<file path="config.mk">
export PLATFORM = sky130hd
export DESIGN_NAME = sdr_read_capture
export DESIGN_NICKNAME = d
export VERILOG_FILES = /design/src/sdr_pkg.sv /design/src/sdr_read_capture.sv
export VERILOG_INCLUDE_DIRS = /design/src /design/src/src
export SDC_FILE = /design/constraint.sdc
export NUM_CORES = 1
export LEC_CHECK = 0
export ABC_CLOCK_PERIOD_IN_PS = 1100
export BUFFER_PORTS_ARGS = -buffer_cell sky130_fd_sc_hd__clkbuf_2
export CORE_UTILIZATION = 32
export DETAILED_ROUTE_END_ITERATION = 10
export HOLD_SLACK_MARGIN = 0.06
export PLACE_DENSITY = 0.6
export SYNTH_ARGS = -nofsm -noshare
export SYNTH_HDL_FRONTEND = slang
export SYNTH_SLANG_ARGS = --single-unit
</file>
<file path="constraint.sdc">
create_clock -name clk -period 1.1 [get_ports clk]
set_input_delay 0.11 -clock clk [delete_from_list [all_inputs] [get_ports clk]]
set_output_delay 0.11 -clock clk [all_outputs]
set_load 0.005 [all_outputs]
</file>
<file path="src/sdr_settings.svh">
`ifndef SDR_SETTINGS_SVH
`define SDR_SETTINGS_SVH

// Reduced array size keeps simulation small.
`define SDR_ROW_BITS 4
`define SDR_COL_BITS 5

// Cycles from the read command edge to the data sample, 2 or 3.
`define SDR_CAS_LATENCY 2

// Idle cycles between activate and the access command.
`define SDR_TRCD 2

// Wait after reset before the mode register load.
`define SDR_INIT_CYCLES 8

`define SDR_TAG_BITS 4

`endif

</file>
<file path="src/sdr_pkg.sv">
`include "sdr_settings.svh"

package sdr_pkg;

  // Pin pattern is {cs, ras, cas, we}, all active low.
  typedef enum logic [3:0] {
    cmd_nop       = 4'b0111,
    cmd_load_mode = 4'b0000,
    cmd_active    = 4'b0011,
    cmd_read      = 4'b0101,
    cmd_write     = 4'b0100
  } sdr_cmd_e;

  typedef enum logic [2:0] {
    st_init_wait,
    st_load_mode,
    st_idle,
    st_activate_wait,
    st_access
  } sdr_issue_state_e;

  // A set mask bit keeps the stored byte.
  typedef struct packed {
    logic                     wr;
    logic [1:0]               bank;
    logic [`SDR_ROW_BITS-1:0] row;
    logic [`SDR_COL_BITS-1:0] col;
    logic [15:0]              wdata;
    logic [1:0]               mask;
    logic [`SDR_TAG_BITS-1:0] tag;
  } sdr_req_t;

  typedef struct packed {
    sdr_req_t req;
    logic     miss;
  } sdr_plan_t;

  typedef struct packed {
    logic [15:0]              rdata;
    logic [`SDR_TAG_BITS-1:0] tag;
  } sdr_rsp_t;

endpackage

</file>
<file path="src/sdr_read_capture.sv">
`include "sdr_settings.svh"

module sdr_read_capture (
  input  logic                     clk,
  input  logic                     rst_n,
  input  logic                     rd_issue,
  input  logic [`SDR_TAG_BITS-1:0] rd_tag,
  input  logic [15:0]              dq_rd,
  output sdr_pkg::sdr_rsp_t        rsp,
  output logic                     rsp_valid
);

  localparam int cl = `SDR_CAS_LATENCY;

  logic [cl-1:0]            pipe_vld;
  logic [`SDR_TAG_BITS-1:0] pipe_tag [cl];

  always_ff @(posedge clk) begin
    if (!rst_n) begin
      pipe_vld  <= '0;
      rsp_valid <= 1'b0;
    end else begin
      pipe_vld  <= {pipe_vld[cl-2:0], rd_issue};
      rsp_valid <= pipe_vld[cl-1];
    end
  end

  // Tags ride along with the valid bits.
  always_ff @(posedge clk) begin
    pipe_tag[0] <= rd_tag;
    for (int i = 1; i < cl; i++) begin
      pipe_tag[i] <= pipe_tag[i-1];
    end
  end

  // Last stage lines up with the data on the return bus.
  always_ff @(posedge clk) begin
    if (pipe_vld[cl-1]) begin
      rsp.rdata <= dq_rd;
      rsp.tag   <= pipe_tag[cl-1];
    end
  end

endmodule

</file>
==> results.toml <==
[synth]
synth_cell_types = 3
ys_ff_latch = 31
ys_seq_area_frac = 0.978
synth_cells = 34
syn_area_per_cell_um2 = 24.7
syn_nets = 57
yosysWarnings = 0
syn_area_um2 = 840

[cts]
cts_buffers = 5
htreeDepth = 2
post_cts_resized = 0
cts_buffer_depth = 2
post-cts-setup-buffer-count = 0
cts_tree = "built"
cts_root_buffer = "clkbuf_4"
cts.clk_slew.worst_paths_ns = 0.09
cts_sinks = 31
insertion_delay_ns = 0.32

[power]
p_per_area_mw_per_mm2 = 1580
combinationalPowerShare = 0.061
power.share.clock = 0.361
seqPwrFrac = 0.578
intPower_mw = 1.82
p_sw_uw = 408
vdd_drop_max_v = 0.00134
leakage_nw = 0.610
switching_share = 0.183

[routing]
vias_per_cell = 3.95
drtAntennaViolNets = 0
first_pass_iters = 4
vias = 545
drc_errors = 0
routed_wl_um = 1470
wl_per_cell_um = 10.6
drtIter0Drc = 6

[setup_path]
path_cells = "clkbuf_2"
arrival_ns = 0.83
r2r_slack_ns = 0.27
reg2reg_depth = 1
rr_startpoint = "pipe_vld[1]"
setup.worst_path.start_class = "flop"
timing.rr.end = "rsp[5]"
cpPeakStageDelay_ns = 0.39
path_class = "reg2out"
end_kind = "primary output"
path_max_fanout = 1
crit_family = "flip-flops"
cp.required_ns = 0.99
crit_slowest_cell = "edfxtp_1"
timing.critical_path.buf_inv = 1

[floorplanning]
core_mm2 = 0.00248
start_util = 0.339
pin_count = 44
fp-row-count = 18
die_area_mm2 = 0.00283
die_x_um = 53.2
die_y_um = 53.2

[final_layout]
drive_gt1_frac = 0.481
area_growth_pct = 68.4
seqCellArea_um2 = 821
final_core_util = 0.571
fin_nets = 130
fillCellCount = 229
num_antenna_cells = 0
multiInputGateArea_um2 = 18.8

[timing]
fin_crit_sh = 0.850
maxSlewViolCount = 0
finalSetupTns_ns = 0
fmax_mhz = 1070
rsz0062_at_grt = "false"
relSlewSlack = 0.920
period_minus_slack_ns = 0.935
hold_viol = 0
setup_slack_ns = 0.165
final-setup-viol-count = 0
worst_slew_pin_slew_ns = 0.120
finalClockSkew_ns = 0.00302

[min_path]
hold_depth = 0
min_to = "pipe_tag[1][1]"
hold_path.class = "reg2reg"
hp-start = "pipe_tag[0][1]"

[placed_design]
portBuffers = 43
place_ws_ns = 0.270
gp_congestion = 0.577

[grt]
grt.total_usage = 0.116
overflow = 0
antenna_found_initial = 0
grt_pass1_wl_um = 2060
grt_max_degree = 21
grt_pass1_vias = 514

[status]
status = "completed"

[flow_run]
drv_cap = 0
## registers in the layout (all words and copies together) (netlist names)
name and count:
pipe_vld 2, rsp 20, pipe_tag 8, rsp_valid 1
## Yosys cell counts
master | instances | area share
edfxtp_1 | 20 | 0.72
dfxtp_1 | 11 | 0.26
and2_1 | 3 | 0.022
## cell usage in the layout (no fill, tap or decap)
cell type,instances
clkbuf_4,5
clkbuf_16,1
edfxtp_1,20
dlygate4sd3_1,22
dfxtp_1,11
buf_12,1
clkbuf_2,43
and2_1,3
clkinv_2,1
clkbuf_8,1
## power by group through the flow
stage / Clock, mW / Combinational (mW) / Sequential, mW
detailed placement: 0 / 0.0753 / 1.32
floorplan: 0 / 0.00264 / 1.32
global route: 0.903 / 0.149 / 1.29
global placement: 0 / 0.0741 / 1.31
CTS: 0.842 / 0.137 / 1.29
finish: 0.803 / 0.136 / 1.29
## area by class of cell
class,count,area share
Clock inverter,1,0.00354
Tap cell,30,0.0265
Multi-Input combinational cell,3,0.0133
Timing Repair Buffer,66,0.322
Clock buffer,7,0.0540
Sequential cell,31,0.581
## how the worst max path moves through the flow
stage / from / to / slack [ns] / depth (start not counted)
after floorplan: pipe_vld[1] / rsp[0] / 0.008 / 0
after global placement: pipe_vld[1] / rsp[6] / 0.28 / 1
after detailed placement: pipe_vld[1] / rsp[17] / 0.27 / 1
after CTS: rsp[0] / rsp[0] / 0.14 / 1
after global routing: rsp[0] / rsp[0] / 0.11 / 1
final: rsp[12] / rsp[12] / 0.16 / 1
## stage by stage
stage	hold WS, ns	instances	power (mW)	instance area, µm²
2_1_floorplan	0.138	34	1.33	840
3_3_place_gp	0.213	108	1.39	1110
3_5_place_dp	0.214	108	1.39	1110
4_1_cts	0.336	138	2.27	1410
5_1_grt	0.348	138	2.34	1410
6_report	0.334	138	2.23	1410
## repair_timing
action                                 4_1_cts  5_1_grt
endpoints found under the hold margin       23        0
setup endpoints to repair                    0        0
hold buffers                                22        0
## per-layer routing
metal,GRT usage,routed length (µm),up-vias
li1,-,-,270
met1,0.100,469,238
met2,0.183,787,33
met3,0.0891,168,4
met4,0.0746,42,0
met5,0,0,-
## cells by family (layout without fill, tap and decap cells)
| group | count (synthesis) | in the layout | synth area share |
|---|---|---|---|
| DFF | 31 | 31 | 0.978 |
| and+or+nand+nor | 3 | 3 | 0.0224 |
| buffers and inverters | 0 | 74 | 0 |
Note: power is estimated with default switching activity, not from simulation.
