===== src/sdr_settings.svh =====
`ifndef SDR_SETTINGS_SVH
`define SDR_SETTINGS_SVH

// Reduced array size keeps simulation small.
`define SDR_ROW_BITS 4
`define SDR_COL_BITS 5

// Cycles from the read command edge to the data sample, 2 or 3.
`define SDR_CAS_LATENCY 2

// Idle cycles between activate and the access command.
`define SDR_TRCD 2

// Wait after reset before the mode register load.
`define SDR_INIT_CYCLES 8

`define SDR_TAG_BITS 4

`endif


===== src/sdr_pkg.sv =====
`include "sdr_settings.svh"

package sdr_pkg;

  // Pin pattern is {cs, ras, cas, we}, all active low.
  typedef enum logic [3:0] {
    cmd_nop       = 4'b0111,
    cmd_load_mode = 4'b0000,
    cmd_active    = 4'b0011,
    cmd_read      = 4'b0101,
    cmd_write     = 4'b0100
  } sdr_cmd_e;

  typedef enum logic [2:0] {
    st_init_wait,
    st_load_mode,
    st_idle,
    st_activate_wait,
    st_access
  } sdr_issue_state_e;

  // A set mask bit keeps the stored byte.
  typedef struct packed {
    logic                     wr;
    logic [1:0]               bank;
    logic [`SDR_ROW_BITS-1:0] row;
    logic [`SDR_COL_BITS-1:0] col;
    logic [15:0]              wdata;
    logic [1:0]               mask;
    logic [`SDR_TAG_BITS-1:0] tag;
  } sdr_req_t;

  typedef struct packed {
    sdr_req_t req;
    logic     miss;
  } sdr_plan_t;

  typedef struct packed {
    logic [15:0]              rdata;
    logic [`SDR_TAG_BITS-1:0] tag;
  } sdr_rsp_t;

endpackage


===== src/sdr_row_tracker.sv =====
`include "sdr_settings.svh"

module sdr_row_tracker (
  input  logic              clk,
  input  logic              rst_n,
  input  sdr_pkg::sdr_req_t  req,
  input  logic              req_valid,
  output logic              req_ready,
  output sdr_pkg::sdr_plan_t plan,
  output logic              plan_valid,
  input  logic              plan_ready
);

  logic [`SDR_ROW_BITS-1:0] open_row [4];
  logic [3:0]               open_vld;
  logic                     issuer_up;
  logic                     take;
  logic                     miss;

  // Requests are held off until the issuer has finished its init sequence.
  assign req_ready = plan_ready || (!plan_valid && issuer_up);
  assign take      = req_valid && req_ready;

  // A bank with no open row always needs an activation.
  assign miss = !open_vld[req.bank] || (open_row[req.bank] != req.row);

  always_ff @(posedge clk) begin
    if (!rst_n) begin
      issuer_up <= 1'b0;
    end else if (plan_ready) begin
      issuer_up <= 1'b1;
    end
  end

  always_ff @(posedge clk) begin
    if (!rst_n) begin
      plan_valid <= 1'b0;
      open_vld   <= '0;
    end else begin
      if (take) begin
        plan_valid          <= 1'b1;
        open_vld[req.bank]  <= 1'b1;
      end else if (plan_ready) begin
        plan_valid <= 1'b0;
      end
    end
  end

  // Open rows follow acceptance order, which is the issuer's activation order.
  always_ff @(posedge clk) begin
    if (take) begin
      plan.req           <= req;
      plan.miss          <= miss;
      open_row[req.bank] <= req.row;
    end
  end

endmodule


===== config.mk =====
export PLATFORM = sky130hd
export DESIGN_NAME = sdr_row_tracker
export DESIGN_NICKNAME = d
export VERILOG_FILES = /design/src/sdr_pkg.sv /design/src/sdr_row_tracker.sv
export VERILOG_INCLUDE_DIRS = /design/src /design/src/src
export SDC_FILE = /design/constraint.sdc
export NUM_CORES = 1
export LEC_CHECK = 0
export ABC_AREA = 1
export BUFFER_PORTS_ARGS = -buffer_cell sky130_fd_sc_hd__buf_2
export CAP_MARGIN = 5
export CORE_MARGIN = 2
export CORE_UTILIZATION = 23
export CTS_BUF_LIST = sky130_fd_sc_hd__clkbuf_2 sky130_fd_sc_hd__clkbuf_4 sky130_fd_sc_hd__clkbuf_8
export DETAILED_ROUTE_END_ITERATION = 8
export PLACE_DENSITY = 0.5
export RECOVER_POWER = 50
export SYNTH_ARGS = -nofsm -noshare
export SYNTH_HDL_FRONTEND = slang
export SYNTH_SLANG_ARGS = --single-unit
export TNS_END_PERCENT = 5

===== constraint.sdc =====
create_clock -name clk -period 5.2 [get_ports clk]
set_input_delay 0 -clock clk [delete_from_list [all_inputs] [get_ports clk]]
set_output_delay 0 -clock clk [all_outputs]
set_load 0.01 [all_outputs]

==> impl_metrics.py <==
metrics = {
    "synth": {
        "syn_nets": 189,
        "synth_most_common_cell": "nand2_1",
        "synth_area_sq_um": 2050,
        "ys_ff_latch": 57,
        "yosys-top-cells-count": "nand2_1, edfxtp_1, inv_1",
        "yosys-top-cells-area": "edfxtp_1, nand2_1, dfxtp_1, inv_1, a21oi_1",
        "yosys.area.top_type": "edfxtp_1",
        "yosysTopAreaCellShare": 0.748,
        "ys_seq_area_frac": 0.806,
        "syn_area_per_cell_sq_um": 13.6,
        "yosys_warnings": 0,
        "synth_flop_cell": "edfxtp_1",
        "async_reset_ff_frac": 0,
        "ys_types": 12,
        "synth_cells": 151,
        "synth_edf_count": 51,
    },
    "finish": {
        "area_growth_pct": 46.9,
        "layout-drive-gt1-share": 0.238,
        "layout.nets": 307,
        "design_area_sq_um": 3010,
        "diodes": 0,
        "multi_input_area_sq_um": 314,
        "final.fill_count": 903,
        "seq_area_sq_um": 1650,
        "fin_cells": 381,
    },
    "grt": {
        "grt_pass1_wl_mm": 6.98,
        "grtUsageTotal": 0.0973,
        "overflow": 0,
        "antenna_found_initial": 0,
        "grt_max_degree": 24,
        "first_global_vias": 1456,
    },
    "routing": {
        "totalWireLength_mm": 4.35,
        "drc": 0,
        "drtIter0Drc": 53,
        "wl_per_cell_um": 11.4,
        "vias_per_cell": 3.83,
        "firstDrtPassIters": 4,
        "vias": 1458,
        "ant_nets": 0,
    },
    "setup_path": {
        "rrSetupSlack_ns": 3.03,
        "cp_max_fo": 23,
        "criticalPathCategory": "register to register",
        "crit_family": "compound AO/OA/AOI/OAI gates",
        "crit_slowest_cell": "a21boi_4",
        "worst_setup_path_start_kind": "register",
        "cp.arrival_ns": 2.19,
        "cp.required_ns": 5.22,
        "path_cells": "or2_4 > a21boi_4 > buf_4 > nand2_1 > inv_1",
        "cpPeakStageDelay_ns": 0.60,
        "critical_path_buf_inv_count": 2,
        "endpoint_kind": "register",
    },
    "placed_design": {
        "gp_congestion": 0.822,
        "place_hpwl_mm": 2.93,
        "port_buffers": 74,
        "placed_area_sq_um": 2550,
        "placed_cells": 332,
    },
    "sta": {
        "rsz0062_at_grt": "false",
        "min_period_over_period": 0.417,
        "post-route-min-period_ns": 2.17,
        "skew_ns": 0.00600,
        "tightestPinTransition_ns": 0.742,
        "finalSetupViolCount": 0,
        "final-hold-violation-count": 0,
        "finalMaxSlewViolations": 0,
        "setup_tns_ns": 0,
        "slew_headroom": 0.504,
        "fmaxAchievable_ghz": 0.461,
    },
    "power_and_ir_drop": {
        "ir_drop_mv": 0.185,
        "fin_total_pwr_mw": 0.948,
        "power.leakage_nw": 1.25,
        "powerDensity_nw_per_um2": 315,
    },
    "outcome": {
        "status": "finished, final reports clean",
    },
    "clock_tree": {
        "root_buffer": "clkbuf_8",
        "clock_latency_ns": 0.32,
        "post_cts_buffers": 0,
        "clockBufferDepth": 2,
        "cts_buffers": 9,
        "clkSlewWorstSetupHoldPaths_ns": 0.06,
        "htreeDepth": 3,
        "cts_tree": "yes",
        "clock_sinks": 57,
    },
    "floorplanning": {
        "row_count": 34,
        "core-area_sq_um": 8680,
        "dieArea_sq_um": 9680,
        "die_height_um": 98.4,
        "dieWidth_um": 98.4,
        "initial_core_util": 0.236,
        "ios": 75,
    },
    "hold_path": {
        "hold_class": "primary input to register",
    },
    "run": {
        "drv_cap": 0,
    },
}
## what timing repair did
item / CTS / global route
setup endpoints to repair: 0 / 0
endpoints found under the hold margin: 49 / 0
resized for setup: 0 / 0
hold buffers: 34 / 0
## where the power goes
part | total [mW] | switching [mW] | internal, mW
Clock | 0.328 | 0.158 | 0.170
Sequential | 0.529 | 0.00530 | 0.523
Combinational | 0.0910 | 0.0485 | 0.0426
## sequential cells by signal, indices dropped and copies added (netlist names)
signal / count
open_row: 16
plan: 35
open_vld: 4
plan_valid: 1
issuer_up: 1
## cells in the final DEF (no fill, tap or decap)
cell	instances
nand2_1	52
edfxtp_1	51
buf_2	47
dlygate4sd3_1	34
clkbuf_1	27
inv_1	17
clkbuf_8	9
nor2_1	7
nand3_1	6
a21oi_1	6
dfxtp_1	6
clkinv_2	4
or2_4	1
a21boi_4	1
inv_2	1
o21ai_0	1
clkinv_1	1
clkbuf_4	1
buf_4	1
## metal layers
metal	share of wire	GRT usage	up-vias	routed length, um
met1	0.42	0.110	663	1810
met3	0.061	0.0401	8	265
met4	0.019	0.0548	0	82
met2	0.50	0.156	50	2190
li1	-	-	737	-
met5	0	0	-	0
## worst paths after layout
kind,depth (start not counted),startpoint,to
setup / recovery,5,plan_valid,open_row[1][1]
hold / removal,3,rst_n,plan_valid
setup reg to reg,5,plan_valid,open_row[1][1]
hold reg to reg,2,open_vld[1],open_vld[1]
## area by class of cell
class	instances	share of cell area
tap	108	0.0449
timing repair buffer	109	0.228
inverter	18	0.0225
sequential	57	0.549
clock buffer	10	0.0437
multi-input combinational	74	0.104
clock inverter	5	0.00790
## cell families after synthesis
group,Yosys count,share of synthesized area
AOI/OAI and AO/OA,8,0.0263
buffers and inverters,20,0.0403
DFF,57,0.806
and+or+nand+nor,66,0.127
## tightest hold or removal path, stage by stage
cell and delay, ns:
buf_2 0.07, inv_1 0.11, nor2_1 0.12
## metrics by stage
stage,hold slack (ns),utilization,worst slack [ns]
global placement,0.176,0.293,3.07
floorplan,0.0989,-,3.27
CTS,0.00610,0.350,3.01
detailed placement,0.178,0.293,3.03
finish,0.00982,0.347,3.03
global route,0.0323,0.347,2.87
(Power assumes the default switching activity.)
