<file path="config.mk">
export PLATFORM = sky130hd
export DESIGN_NAME = sdr_cmd_issue
export DESIGN_NICKNAME = d
export VERILOG_FILES = /design/src/sdr_pkg.sv /design/src/sdr_cmd_issue.sv
export VERILOG_INCLUDE_DIRS = /design/src /design/src/src
export SDC_FILE = /design/constraint.sdc
export NUM_CORES = 1
export LEC_CHECK = 0
export ABC_AREA = 0
export BUFFER_PORTS_ARGS = -buffer_cell sky130_fd_sc_hd__buf_4
export CAP_MARGIN = 20
export CORE_ASPECT_RATIO = 1.75
export CORE_MARGIN = 5
export CORE_UTILIZATION = 45
export CTS_CLUSTER_SIZE = 12
export DETAILED_ROUTE_END_ITERATION = 16
export PLACE_DENSITY_LB_ADDON = 0.1
export RECOVER_POWER = 50
export SLEW_MARGIN = 20
export SYNTH_ARGS = -nofsm -noshare
export SYNTH_HDL_FRONTEND = slang
export SYNTH_SLANG_ARGS = --single-unit
</file>
<file path="constraint.sdc">
create_clock -name clk -period 4 [get_ports clk]
set_input_delay 0.2 -clock clk [delete_from_list [all_inputs] [get_ports clk]]
set_output_delay 0.2 -clock clk [all_outputs]
set_load 0.01 [all_outputs]
</file>
<file path="src/sdr_settings.svh">
`ifndef SDR_SETTINGS_SVH
`define SDR_SETTINGS_SVH

// Reduced array size keeps simulation small.
`define SDR_ROW_BITS 4
`define SDR_COL_BITS 5

// Cycles from the read command edge to the data sample, 2 or 3.
`define SDR_CAS_LATENCY 2

// Idle cycles between activate and the access command.
`define SDR_TRCD 2

// Wait after reset before the mode register load.
`define SDR_INIT_CYCLES 8

`define SDR_TAG_BITS 4

`endif

</file>
<file path="src/sdr_pkg.sv">
`include "sdr_settings.svh"

package sdr_pkg;

  // Pin pattern is {cs, ras, cas, we}, all active low.
  typedef enum logic [3:0] {
    cmd_nop       = 4'b0111,
    cmd_load_mode = 4'b0000,
    cmd_active    = 4'b0011,
    cmd_read      = 4'b0101,
    cmd_write     = 4'b0100
  } sdr_cmd_e;

  typedef enum logic [2:0] {
    st_init_wait,
    st_load_mode,
    st_idle,
    st_activate_wait,
    st_access
  } sdr_issue_state_e;

  // A set mask bit keeps the stored byte.
  typedef struct packed {
    logic                     wr;
    logic [1:0]               bank;
    logic [`SDR_ROW_BITS-1:0] row;
    logic [`SDR_COL_BITS-1:0] col;
    logic [15:0]              wdata;
    logic [1:0]               mask;
    logic [`SDR_TAG_BITS-1:0] tag;
  } sdr_req_t;

  typedef struct packed {
    sdr_req_t req;
    logic     miss;
  } sdr_plan_t;

  typedef struct packed {
    logic [15:0]              rdata;
    logic [`SDR_TAG_BITS-1:0] tag;
  } sdr_rsp_t;

endpackage

</file>
<file path="src/sdr_cmd_issue.sv">
`include "sdr_settings.svh"

module sdr_cmd_issue (
  input  logic                     clk,
  input  logic                     rst_n,
  input  sdr_pkg::sdr_plan_t       plan,
  input  logic                     plan_valid,
  output logic                     plan_ready,
  output logic                     cs,
  output logic                     ras,
  output logic                     cas,
  output logic                     we,
  output logic [12:0]              a,
  output logic [1:0]               ba,
  output logic [1:0]               dqm,
  output logic [15:0]              dq_wr,
  output logic                     dq_wr_en,
  output logic                     rd_issue,
  output logic [`SDR_TAG_BITS-1:0] rd_tag
);

  localparam int cnt_max = (`SDR_INIT_CYCLES > `SDR_TRCD) ? `SDR_INIT_CYCLES : `SDR_TRCD;
  localparam int cnt_w   = $clog2(cnt_max + 1);

  // Burst length one, sequential, CAS latency in a[6:4].
  localparam logic [12:0] mode_word = {6'b0, 3'(`SDR_CAS_LATENCY), 1'b0, 3'b000};

  sdr_pkg::sdr_issue_state_e state;
  sdr_pkg::sdr_cmd_e         cmd;
  sdr_pkg::sdr_plan_t        cur;
  logic [cnt_w-1:0]          cnt;

  assign plan_ready = (state == sdr_pkg::st_idle);

  always_ff @(posedge clk) begin
    if (!rst_n) begin
      state <= sdr_pkg::st_init_wait;
      cnt   <= cnt_w'(`SDR_INIT_CYCLES - 1);
    end else begin
      case (state)
        sdr_pkg::st_init_wait: begin
          if (cnt == '0) state <= sdr_pkg::st_load_mode;
          else cnt <= cnt - 1'b1;
        end
        sdr_pkg::st_load_mode: state <= sdr_pkg::st_idle;
        sdr_pkg::st_idle: begin
          if (plan_valid && plan.miss) begin
            state <= sdr_pkg::st_activate_wait;
            cnt   <= cnt_w'(`SDR_TRCD);
          end else if (plan_valid) begin
            state <= sdr_pkg::st_access;
          end
        end
        // First cycle carries the activate, then TRCD nop cycles.
        sdr_pkg::st_activate_wait: begin
          if (cnt == '0) state <= sdr_pkg::st_access;
          else cnt <= cnt - 1'b1;
        end
        default: state <= sdr_pkg::st_idle;
      endcase
    end
  end

  always_ff @(posedge clk) begin
    if (plan_valid && plan_ready) cur <= plan;
  end

  always_comb begin
    cmd      = sdr_pkg::cmd_nop;
    a        = '0;
    ba       = '0;
    dqm      = '0;
    dq_wr    = '0;
    dq_wr_en = 1'b0;
    case (state)
      sdr_pkg::st_load_mode: begin
        cmd = sdr_pkg::cmd_load_mode;
        a   = mode_word;
      end
      sdr_pkg::st_activate_wait: begin
        if (cnt == cnt_w'(`SDR_TRCD)) begin
          cmd = sdr_pkg::cmd_active;
          a   = 13'(cur.req.row);
          ba  = cur.req.bank;
        end
      end
      sdr_pkg::st_access: begin
        a  = 13'(cur.req.col);
        ba = cur.req.bank;
        if (cur.req.wr) begin
          cmd      = sdr_pkg::cmd_write;
          dqm      = cur.req.mask;
          dq_wr    = cur.req.wdata;
          dq_wr_en = 1'b1;
        end else begin
          cmd = sdr_pkg::cmd_read;
        end
      end
      default: ;
    endcase
  end

  assign {cs, ras, cas, we} = cmd;
  assign rd_issue = (cmd == sdr_pkg::cmd_read);
  assign rd_tag   = cur.req.tag;

endmodule

</file>
==> out/results.tsv, run 1 <==
metric	value	unit
pre-CTS setup slack	2.17	ns
largest net degree at the start of global routing	35	
Peak supply drop	251	uV
Req. time, crit path	3.89	ns
CTS max path bufs	2	
Post-Place Cells	251	
core box area	3900	sq um
top-area cell type share of the netlist area	0.564	
count leader, synth	edfxtp_1	
RSZ-0062 raised after global routing	no	
# hold bufs at CTS	0	
Detail Route Antenna Nets	0	
Final Critical Period	2.78	ns
Arrival @ worst endpoint	2.66	ns
total negative slack	0	ns
clk_skew	0.00433	ns
Avg Vias per Cell	4.70	
TritonCTS clock tree	yes	
CTS buffer count	5	
Pleak	0.000989	uW
Critical Path, Cell by Cell	inv_1, nor3_1, and2_1, clkbuf_1	
CP Capture Type	flip-flop	
Main synth FF type	edfxtp_1	
Hold Vio Cnt, Final	0	
initial DRC count	18	
Max Clock Freq	0.360	GHz
mapped cell area	1810	sq um
Clock Tree Root	clkbuf_8	
Clk Latency, worst-skew pair	0.29	ns
first-pass GRT wire length	5690	microns
# IOs	82	
Worst Setup Start Kind	flip-flop	
GRT overflow	0	
Rows	30	
post-synthesis sequential area ratio	0.642	
PortBufs	73	
gr usage total	0.141	
r2r worst-path depth	4	
H-tree Lvls	2	
synth cell count leaders	34 x edfxtp_1, 19 x and2_1, 12 x buf_4, 8 x nor2_1	
worst hold start	plan[23]	
yosys warns	0	
vias in the first global route	1223	
Routed WL	3490	microns
final worst-path cycle share	0.694	
Yosys cell types	39	
initial antenna violation count	0	
Syn Area/Cell	13.0	sq um
Reg2Reg Setup Slack	1.22	ns
gpl congestion	0.793	
Final Max Tran Viols	35	
Crit Path Category	reg2reg	
n_diodes	0	
die area	5440	sq um
Synth area leaders	edfxtp_1 56%, dfxtp_1 7.7%, and2_1 6.6%	
hold path endpoint	cur[23]	
Die Y	93.9	microns
Final Setup Violations	0	
worst slew pin tran	1.68	ns
slowest CP cell	clkbuf_1	
Hold Path Class	in2reg	
via count	1218	
Buf+Inv Stages, Crit Path	2	
Worst Path Max Fanout	34	
nets	250	
Layout fillers	345	
CP top delay family	buffers and inverters	
share of cells above drive strength 1	0.341	
wire length per cell	13.5	microns
setup ws final	1.22	ns
DRC viols	0	
initial core utilization	0.463	
EDFF count, synth	34	
post-CTS resize count	0	
Area Growth Syn to Fin	30.4	%
pwr dens	327	nW/um^2
Synth Instances	139	
DP Wirelength	2870	microns
Max stage delay on crit path	1.21	ns
clock slew at reported path FFs	0.08	ns
DR pass1 iterations	4	
area leader, netlist	edfxtp_1	
R2R Path End	cur[12]	
fraction of registers with async set/reset	0	
setup bufs post-CTS	0	
total clock sinks	41	
run status	complete, but fails checks	
R2R Path Start	state[1]	
Hold Path Stages	1	
die width	57.9	microns
Max-Cap Viols	1	
slew margin rel.	-0.121	
Finished Layout Cells	259	
post-synthesis register bit count	41	
failing checks	max-capacitance violations, max-slew violations	
WHS	0.104	ns
==> worst reg2reg max path: stages (launching register included) <==
cell	delay, ns
dfxtp_1	0.61
inv_1	0.16
nor3_1	0.23
and2_1	0.15
clkbuf_1	1.21
==> state kept, by name (all words and copies together) (netlist names) <==
| name | flops |
|---|---|
| cur | 30 |
| cnt | 4 |
| rd_tag | 4 |
| state | 3 |
==> cell families (layout without fill, tap and decap cells) <==
logic type                 count (synthesis)  after routing  share of synthesized area
DFF                                       41             41                      0.642
adders and majority gates                  2              2                     0.0138
AOI/OAI and AO/OA                         20             20                     0.0857
and+or+nand+nor                           54             54                      0.175
buffers and inverters                     20             85                     0.0726
other                                      1              8                    0.00207
xor gates and xnor gates                   1              1                    0.00899
==> per-layer routing <==
layer / vias up / part of all wire / GRT usage
li1: 614 / - / -
met1: 543 / 0.31 / 0.131
met2: 54 / 0.58 / 0.264
met3: 7 / 0.090 / 0.0481
met4: 0 / 0.022 / 0.0696
met5: - / 0 / 0
==> final cells by class <==
type | count | area, sq um | area share
timing repair buffer | 74 | 507 | 0.215
inverter | 3 | 11.3 | 0.00477
sequential | 41 | 1160 | 0.492
tap | 48 | 60.1 | 0.0255
clock inverter | 3 | 17.5 | 0.00742
clock buffer | 5 | 68.8 | 0.0292
multi-input combinational | 85 | 534 | 0.226
==> through the flow <==
stage / instance area (sq um) / utilization / power (uW)
floorplan: 1840 / - / 504
global placement: 2330 / 0.597 / 530
detailed placement: 2330 / 0.597 / 532
CTS: 2420 / 0.619 / 782
global route: 2360 / 0.604 / 810
finish: 2360 / 0.604 / 772
==> placed cells by master (no fill, tap or decap), drive strengths merged <==
master and count:
o21a 3, nand2 7, a211o 1, and3 2, a21oi 2, dfxtp 7
clkbuf 52, xor2 1, a21boi 1, nand2b 3, o32a 1, nand3 1
nor2 8, nor2b 2, clkinv 2, o21ai 3, nand4b 1, conb 8
and4b 1, edfxtp 34, ha 2, a22o 4, or3 1, nor3 5
clkinvlp 1, buf 27, and2 19, nor4 1, a31oi 1, o211ai 1
o311ai 1, a21o 2, inv 3, or2 2, nor3b 1
==> power breakdown <==
group / total, uW / internal, uW / switching, uW
registers: 470 / 466 / 3.66
clock network: 254 / 120 / 133
logic: 48.8 / 28.9 / 19.9
==> worst max-delay path by stage <==
stage,startpoint,endpoint,slack [ns],cells after the start
2_1_floorplan,state[1],cur[10],1.68,4
3_3_place_gp,state[1],rd_tag[0],2.25,4
3_5_place_dp,state[1],rd_tag[3],2.17,4
4_1_cts,state[1],dq_wr[2],2.02,4
5_1_grt,state[1],cur[34],0.97,4
6_report,state[1],cur[12],1.22,4
Note: power is estimated with default switching activity, not from simulation.
==> run 2, diff against run 1 <==
--- a/config.mk
+++ b/config.mk
@@ -6,7 +6,7 @@
 export SDC_FILE = /design/constraint.sdc
 export NUM_CORES = 1
 export LEC_CHECK = 0
-export ABC_AREA = 0
+export ABC_AREA = 1
 export BUFFER_PORTS_ARGS = -buffer_cell sky130_fd_sc_hd__buf_4
 export CAP_MARGIN = 20
 export CORE_ASPECT_RATIO = 1.75
==> constraint.sdc (replaced) <==
create_clock -name clk -period 2.62 [get_ports clk]
set_input_delay 0.131 -clock clk [delete_from_list [all_inputs] [get_ports clk]]
set_output_delay 0.131 -clock clk [all_outputs]
set_load 0.01 [all_outputs]
==> out/results.tsv, run 2 <==
metric	value	unit	change
first-pass GRT wire length	6400	microns	+13%
top-area cell type share of the netlist area	0.549		-0.0156
Routed WL	3950	microns	+13%
Max stage delay on crit path	0.33	ns	-0.88 ns
Pleak	0.00111	uW	+12%
fraction of registers with async set/reset	0		unchanged
count leader, synth	nand2_1		
Max Clock Freq	0.543	GHz	
post-synthesis register bit count	41		unchanged
TritonCTS clock tree	yes		
nets	295		+18%
GRT overflow	0		unchanged
mapped cell area	1860	sq um	+2.8%
post-route cell area	2450	sq um	+3.7%
Synth Instances	182		+31%
CP Capture Type	output port		
post-CTS resize count	0		unchanged
clock slew at reported path FFs	0.07	ns	about the same
Yosys cell types	26		-33%
Req. time, crit path	2.49	ns	-1.40 ns
Area Growth Syn to Fin	31.5	%	
Worst Path Max Fanout	6		-82%
largest net degree at the start of global routing	35		unchanged
core box area	4070	sq um	+4.3%
# hold bufs at CTS	0		unchanged
Hold Vio Cnt, Final	0		unchanged
Hold Path Class	in2reg		
Worst Setup Start Kind	flip-flop		
yosys warns	0		unchanged
R2R Path Start	state[1]		
commonest non-fill, non-tap cells in the layout	46 x nand2_1, 35 x buf_4, 34 x edfxtp_1, 34 x clkbuf_4, 25 x nor2_1		
total clock sinks	41		unchanged
slew margin rel.	0.437		+0.558
DP Wirelength	3080	microns	+7.4%
Die Y	95.1	microns	+1.3%
pwr dens	738	nW/um^2	+130%
die width	58.6	microns	+1.2%
Peak supply drop	562	uV	+120%
area leader, netlist	edfxtp_1		
Main synth FF type	edfxtp_1		
EDFF count, synth	34		unchanged
share of cells above drive strength 1	0.344		+0.00252
gr usage total	0.150		+0.00882
CTS buffer count	5		unchanged
Largest register FFs	30		unchanged
Clk Latency, worst-skew pair	0.28	ns	about the same
final worst-path cycle share	0.702		
initial antenna violation count	0		unchanged
run status	completed		
Final Max Tran Viols	0		-100%
H-tree Lvls	2		unchanged
Arrival @ worst endpoint	1.71	ns	-0.95 ns
Critical Path, Cell by Cell	inv_1, ha_1, nor3b_2, nand2_1, a21boi_0, buf_4		
gpl congestion	0.772		-2.7%
RSZ-0062 raised after global routing	no		
Synth area leaders	edfxtp_1 55%, nand2_1 8.7%, dfxtp_1 7.5%		
placed cell areas	2400	sq um	+3.1%
setup bufs post-CTS	0		unchanged
R2R Path End	cur[25]		
most common cell after layout, fill and taps aside	nand2_1		
Final Critical Period	1.84	ns	
n_diodes	0		unchanged
synth cell count leaders	43 x nand2_1, 34 x edfxtp_1, 26 x nor2_1, 14 x nand3_1		
die area	5570	sq um	+2.4%
# IOs	82		unchanged
CTS max path bufs	2		unchanged
DR pass1 iterations	4		unchanged
slowest CP cell	nor3b_2		
Largest Register	cur		
PortBufs	73		unchanged
DRC viols	0		unchanged
crit path from	cnt[0]		
total negative slack	0	ns	unchanged
Syn Area/Cell	10.2	sq um	-21%
via count	1382		+13%
Detail Route Antenna Nets	0		unchanged
wire length per cell	12.9	microns	-4.0%
clk_skew	0.00360	ns	-0.000731 ns
Max-Cap Viols	0		-1
Crit Path Category	reg2out		
worst slew pin tran	0.845	ns	-0.837 ns
Final Setup Violations	0		unchanged
CP Capture Point	ba[1]		
Clock Tree Root	clkbuf_8		
Rows	31		+3.3%
Reg2Reg Setup Slack	0.87	ns	-0.35 ns
vias in the first global route	1459		+19%
initial core utilization	0.457		-0.00663
initial DRC count	55		+37
Avg Vias per Cell	4.53		-3.6%
post-synthesis sequential area ratio	0.624		-0.0177
r2r worst-path depth	3		-1
## run 2: changes by cell type in the layout (fill, tap and decap cells not counted), moves of 4 or more
cell	delta
a22o_1	-4
clkbuf_1	-8
buf_4	+8
nand2_1	+39
inv_1	+9
nor2_1	+17
and2_1	-19
nand3_1	+14
## run 2: layer usage
metal / up-vias / share of wire / wire (microns) / track usage
met5: - / 0 / 0 / 0
met3: 6 / 0.086 / 339 / 0.0623
met4: 0 / 0.013 / 51 / 0.0454
met1: 616 / 0.35 / 1400 / 0.165
met2: 43 / 0.55 / 2160 / 0.261
li1: 717 / - / - / -
## run 2: how the worst min path moves through the flow
stage                     depth (start not counted)  slack (ns)    start      to
after global placement                            1        0.31  plan[8]  cur[8]
final                                             1        0.04  plan[8]  cur[8]
after CTS                                         1        0.01  plan[8]  cur[8]
after floorplan                                   1        0.22    rst_n  cnt[0]
after global routing                              1        0.02  plan[8]  cur[8]
after detailed placement                          1        0.31  plan[6]  cur[6]
## run 2: layout make-up
cell class	count	area [sq um]
repair buffers	75	542
inverters	15	56.3
clock inverters	3	12.5
clock buffers	5	68.8
multi-input cells	117	546
flip-flops and latches	41	1160
well taps	49	61.3
fillers	384	1630
## run 2: critical path: cells and delay by family (launching register included)
| kind | cells | cell delay [ns] |
|---|---|---|
| and+or+nand+nor | 2 | 0.46 |
| adders and majority gates | 1 | 0.16 |
| AOI/OAI and AO/OA | 1 | 0.22 |
| buffers and inverters | 2 | 0.28 |
| DFF | 1 | 0.31 |
## run 2: cells by family after synthesis
family,count (synthesis),share of synthesized area
buffers and inverters,31,0.0894
XOR/XNOR,1,0.00471
AO/OA/AOI/OAI,9,0.0303
other,1,0.00202
flip-flops,41,0.624
adder cells (fa/ha/maj),2,0.0134
AND/OR/NAND/NOR,97,0.236
## run 2: power by group
group	leakage, uW	internal (uW)	switching (uW)
Combinational	0.000699	213	322
Sequential	0.000364	826	65.4
Clock	0.0000430	179	199
## run 2: stage by stage
step | cells | power (uW) | utilization | setup slack [ns] | hold WS [ns]
floorplan | 189 | 1290 | - | 0.216 | 0.215
global placement | 297 | 1480 | 0.590 | 1.14 | 0.309
detailed placement | 297 | 1480 | 0.590 | 1.08 | 0.310
CTS | 305 | 1870 | 0.610 | 0.752 | 0.0102
global route | 305 | 1950 | 0.601 | 0.652 | 0.0229
finish | 305 | 1810 | 0.601 | 0.779 | 0.0443
==> run 3, diff against run 2 <==
==> constraint.sdc (replaced) <==
create_clock -name clk -period 1.7 [get_ports clk]
set_input_delay 0.085 -clock clk [delete_from_list [all_inputs] [get_ports clk]]
set_output_delay 0.085 -clock clk [all_outputs]
set_load 0.01 [all_outputs]
==> out/results.tsv, run 3 (synthesis gave the netlist of run 2 again) <==
metric	value	unit	change
vias in the first global route	1624		+11%
Peak supply drop	938	uV	+67%
Clock Tree Root	clkbuf_8		
setup bufs post-CTS	0		unchanged
setup ws final	0.0975	ns	-0.682 ns
nets	331		+12%
Final Setup Violations	0		unchanged
Pleak	0.00127	uW	+14%
run status	completed		
sw frac	0.314		-0.0113
PortBufs	73		unchanged
DRC viols	0		unchanged
busiest grt layer	met2		
fin util	0.699		+0.0977
CP top delay family	flip-flops		
die width	58.6	microns	unchanged
Critical Path, Cell by Cell	ha_1, nor3b_4, nand2_1, a21boi_1, buf_4		
die area	5570	sq um	unchanged
first-pass GRT wire length	7320	microns	+14%
wire length per cell	13.7	microns	+6.1%
Arrival @ worst endpoint	1.52	ns	-0.19 ns
Switch Pwr	962	uW	+64%
pre-CTS setup slack	0.290	ns	-0.787 ns
final worst-path cycle share	0.943		
Hold Vio Cnt, Final	0		unchanged
share of cells above drive strength 1	0.318		-0.0253
RSZ-0062 raised after global routing	yes		
n_diodes	0		unchanged
WHS	0.0333	ns	-0.0110 ns
Finished Layout Cells	341		+12%
Crit Path Category	reg2out		
via count	1595		+15%
Largest register FFs	30		unchanged
Rows	31		unchanged
H-tree Lvls	2		unchanged
part of the power in combinational logic	0.306		+0.009
pwr dens	1080	nW/um^2	+46%
clock slew at reported path FFs	0.07	ns	about the same
initial antenna violation count	0		unchanged
Clk Latency, worst-skew pair	0.29	ns	about the same
Area Growth Syn to Fin	52.9	%	
core box area	4070	sq um	unchanged
Reg power frac	0.450		-0.044
Tot Pwr	3070	uW	+70%
Max Clock Freq	0.624	GHz	
Final Max Tran Viols	0		unchanged
GRT overflow	0		unchanged
CTS buffer count	5		unchanged
largest net degree at the start of global routing	35		unchanged
# IOs	82		unchanged
grt met1 use	0.164		-0.000736
clk_skew	0.0111	ns	+0.00750 ns
Routed WL	4680	microns	+19%
most common cell after layout, fill and taps aside	nand2_1		
Hold Path Class	in2reg		
Final Critical Period	1.60	ns	
CP Capture Type	output port		
Pint	2100	uW	+73%
slowest CP cell	dfxtp_1		
CTS max path bufs	2		unchanged
DR pass1 iterations	4		unchanged
Req. time, crit path	1.62	ns	-0.87 ns
Post-Place Cells	299		+0.67%
M2 GR Usage	0.339		+0.0774
gr usage total	0.178		+0.0275
initial core utilization	0.457		unchanged
gpl congestion	0.791		+2.4%
Worst Path Max Fanout	4		-2
commonest non-fill, non-tap cells in the layout	43 x nand2_1, 37 x buf_4, 34 x edfxtp_1, 34 x dlygate4sd3_1, 34 x clkbuf_4		
DP Wirelength	3130	microns	+1.4%
Detail Route Antenna Nets	0		unchanged
Avg Vias per Cell	4.68		+3.2%
Max stage delay on crit path	0.40	ns	+0.07 ns
GR Layer Usage met3	0.0678		+0.00542
Die Y	95.1	microns	unchanged
initial DRC count	90		+64%
clock group share of total power	0.244		+0.034
Largest Register	cur		
TritonCTS clock tree	yes		
Max-Cap Viols	0		unchanged
Worst Setup Start Kind	flip-flop		
Buf+Inv Stages, Crit Path	1		-1
total clock sinks	41		unchanged
-- run 3: cell types whose count changed in the layout (fill, tap and decap cells not counted), moves of 2 or more --
cell,delta
dlygate4sd3_1,+34
nand2_1,-3
nand2_2,+3
a21boi_0,-2
a21boi_1,+2
buf_4,+2
clkbuf_1,+2
-- run 3: worst paths after layout --
| kind | endpoint | slack, ns | cells past startpoint | start |
|---|---|---|---|---|
| worst max register to register | cur[14] | 0.11 | 4 | state[2] |
| worst min-delay path | cnt[1] | 0.03 | 2 | rst_n |
| worst min register to register | cnt[0] | 0.49 | 2 | cnt[0] |
| worst max-delay path | ba[1] | 0.1 | 5 | cnt[1] |
-- run 3: power groups by stage --
stage          logic, uW  registers, uW  clock network, uW
5_1_grt             1050           1390                820
6_report             940           1380                747
2_1_floorplan        634           1360                  0
4_1_cts             1000           1380                770
3_5_place_dp         922           1390                  0
3_3_place_gp         916           1390                  0
-- run 3: per-layer routing --
metal	vias up	part of all wire
met5	-	0
met4	0	0.015
met3	6	0.086
met2	51	0.58
met1	750	0.32
li1	788	-
-- run 3: what timing repair did --
action	CTS	global route
hold buffers	34	0
cloned	0	0
resized for setup	4	1
hold endpoints to repair	34	0
endpoints found under the setup margin	3	2
-- run 3: worst register-to-register path, delay by kind of cell (launching register included) --
| kind | cells | cell delay, ns |
|---|---|---|
| buf+inv | 2 | 0.54 |
| simple gates | 2 | 0.32 |
| flops | 1 | 0.35 |
-- run 3: cell type report --
type	instances	area (sq um)
Clock buffer	6	72.6
Sequential cell	41	1160
Clock inverter	2	33.8
Timing Repair Buffer	111	896
Inverter	15	56.3
Multi-Input combinational cell	117	564
Tap cell	49	61.3
Fill cell	323	1230
-- run 3: through the flow --
step | setup TNS [ns] | instance area (sq um)
floorplan | 0 | 1890
global placement | 0 | 2440
detailed placement | 0 | 2440
CTS | 0 | 2890
global route | -0.0105 | 2850
finish | 0 | 2850
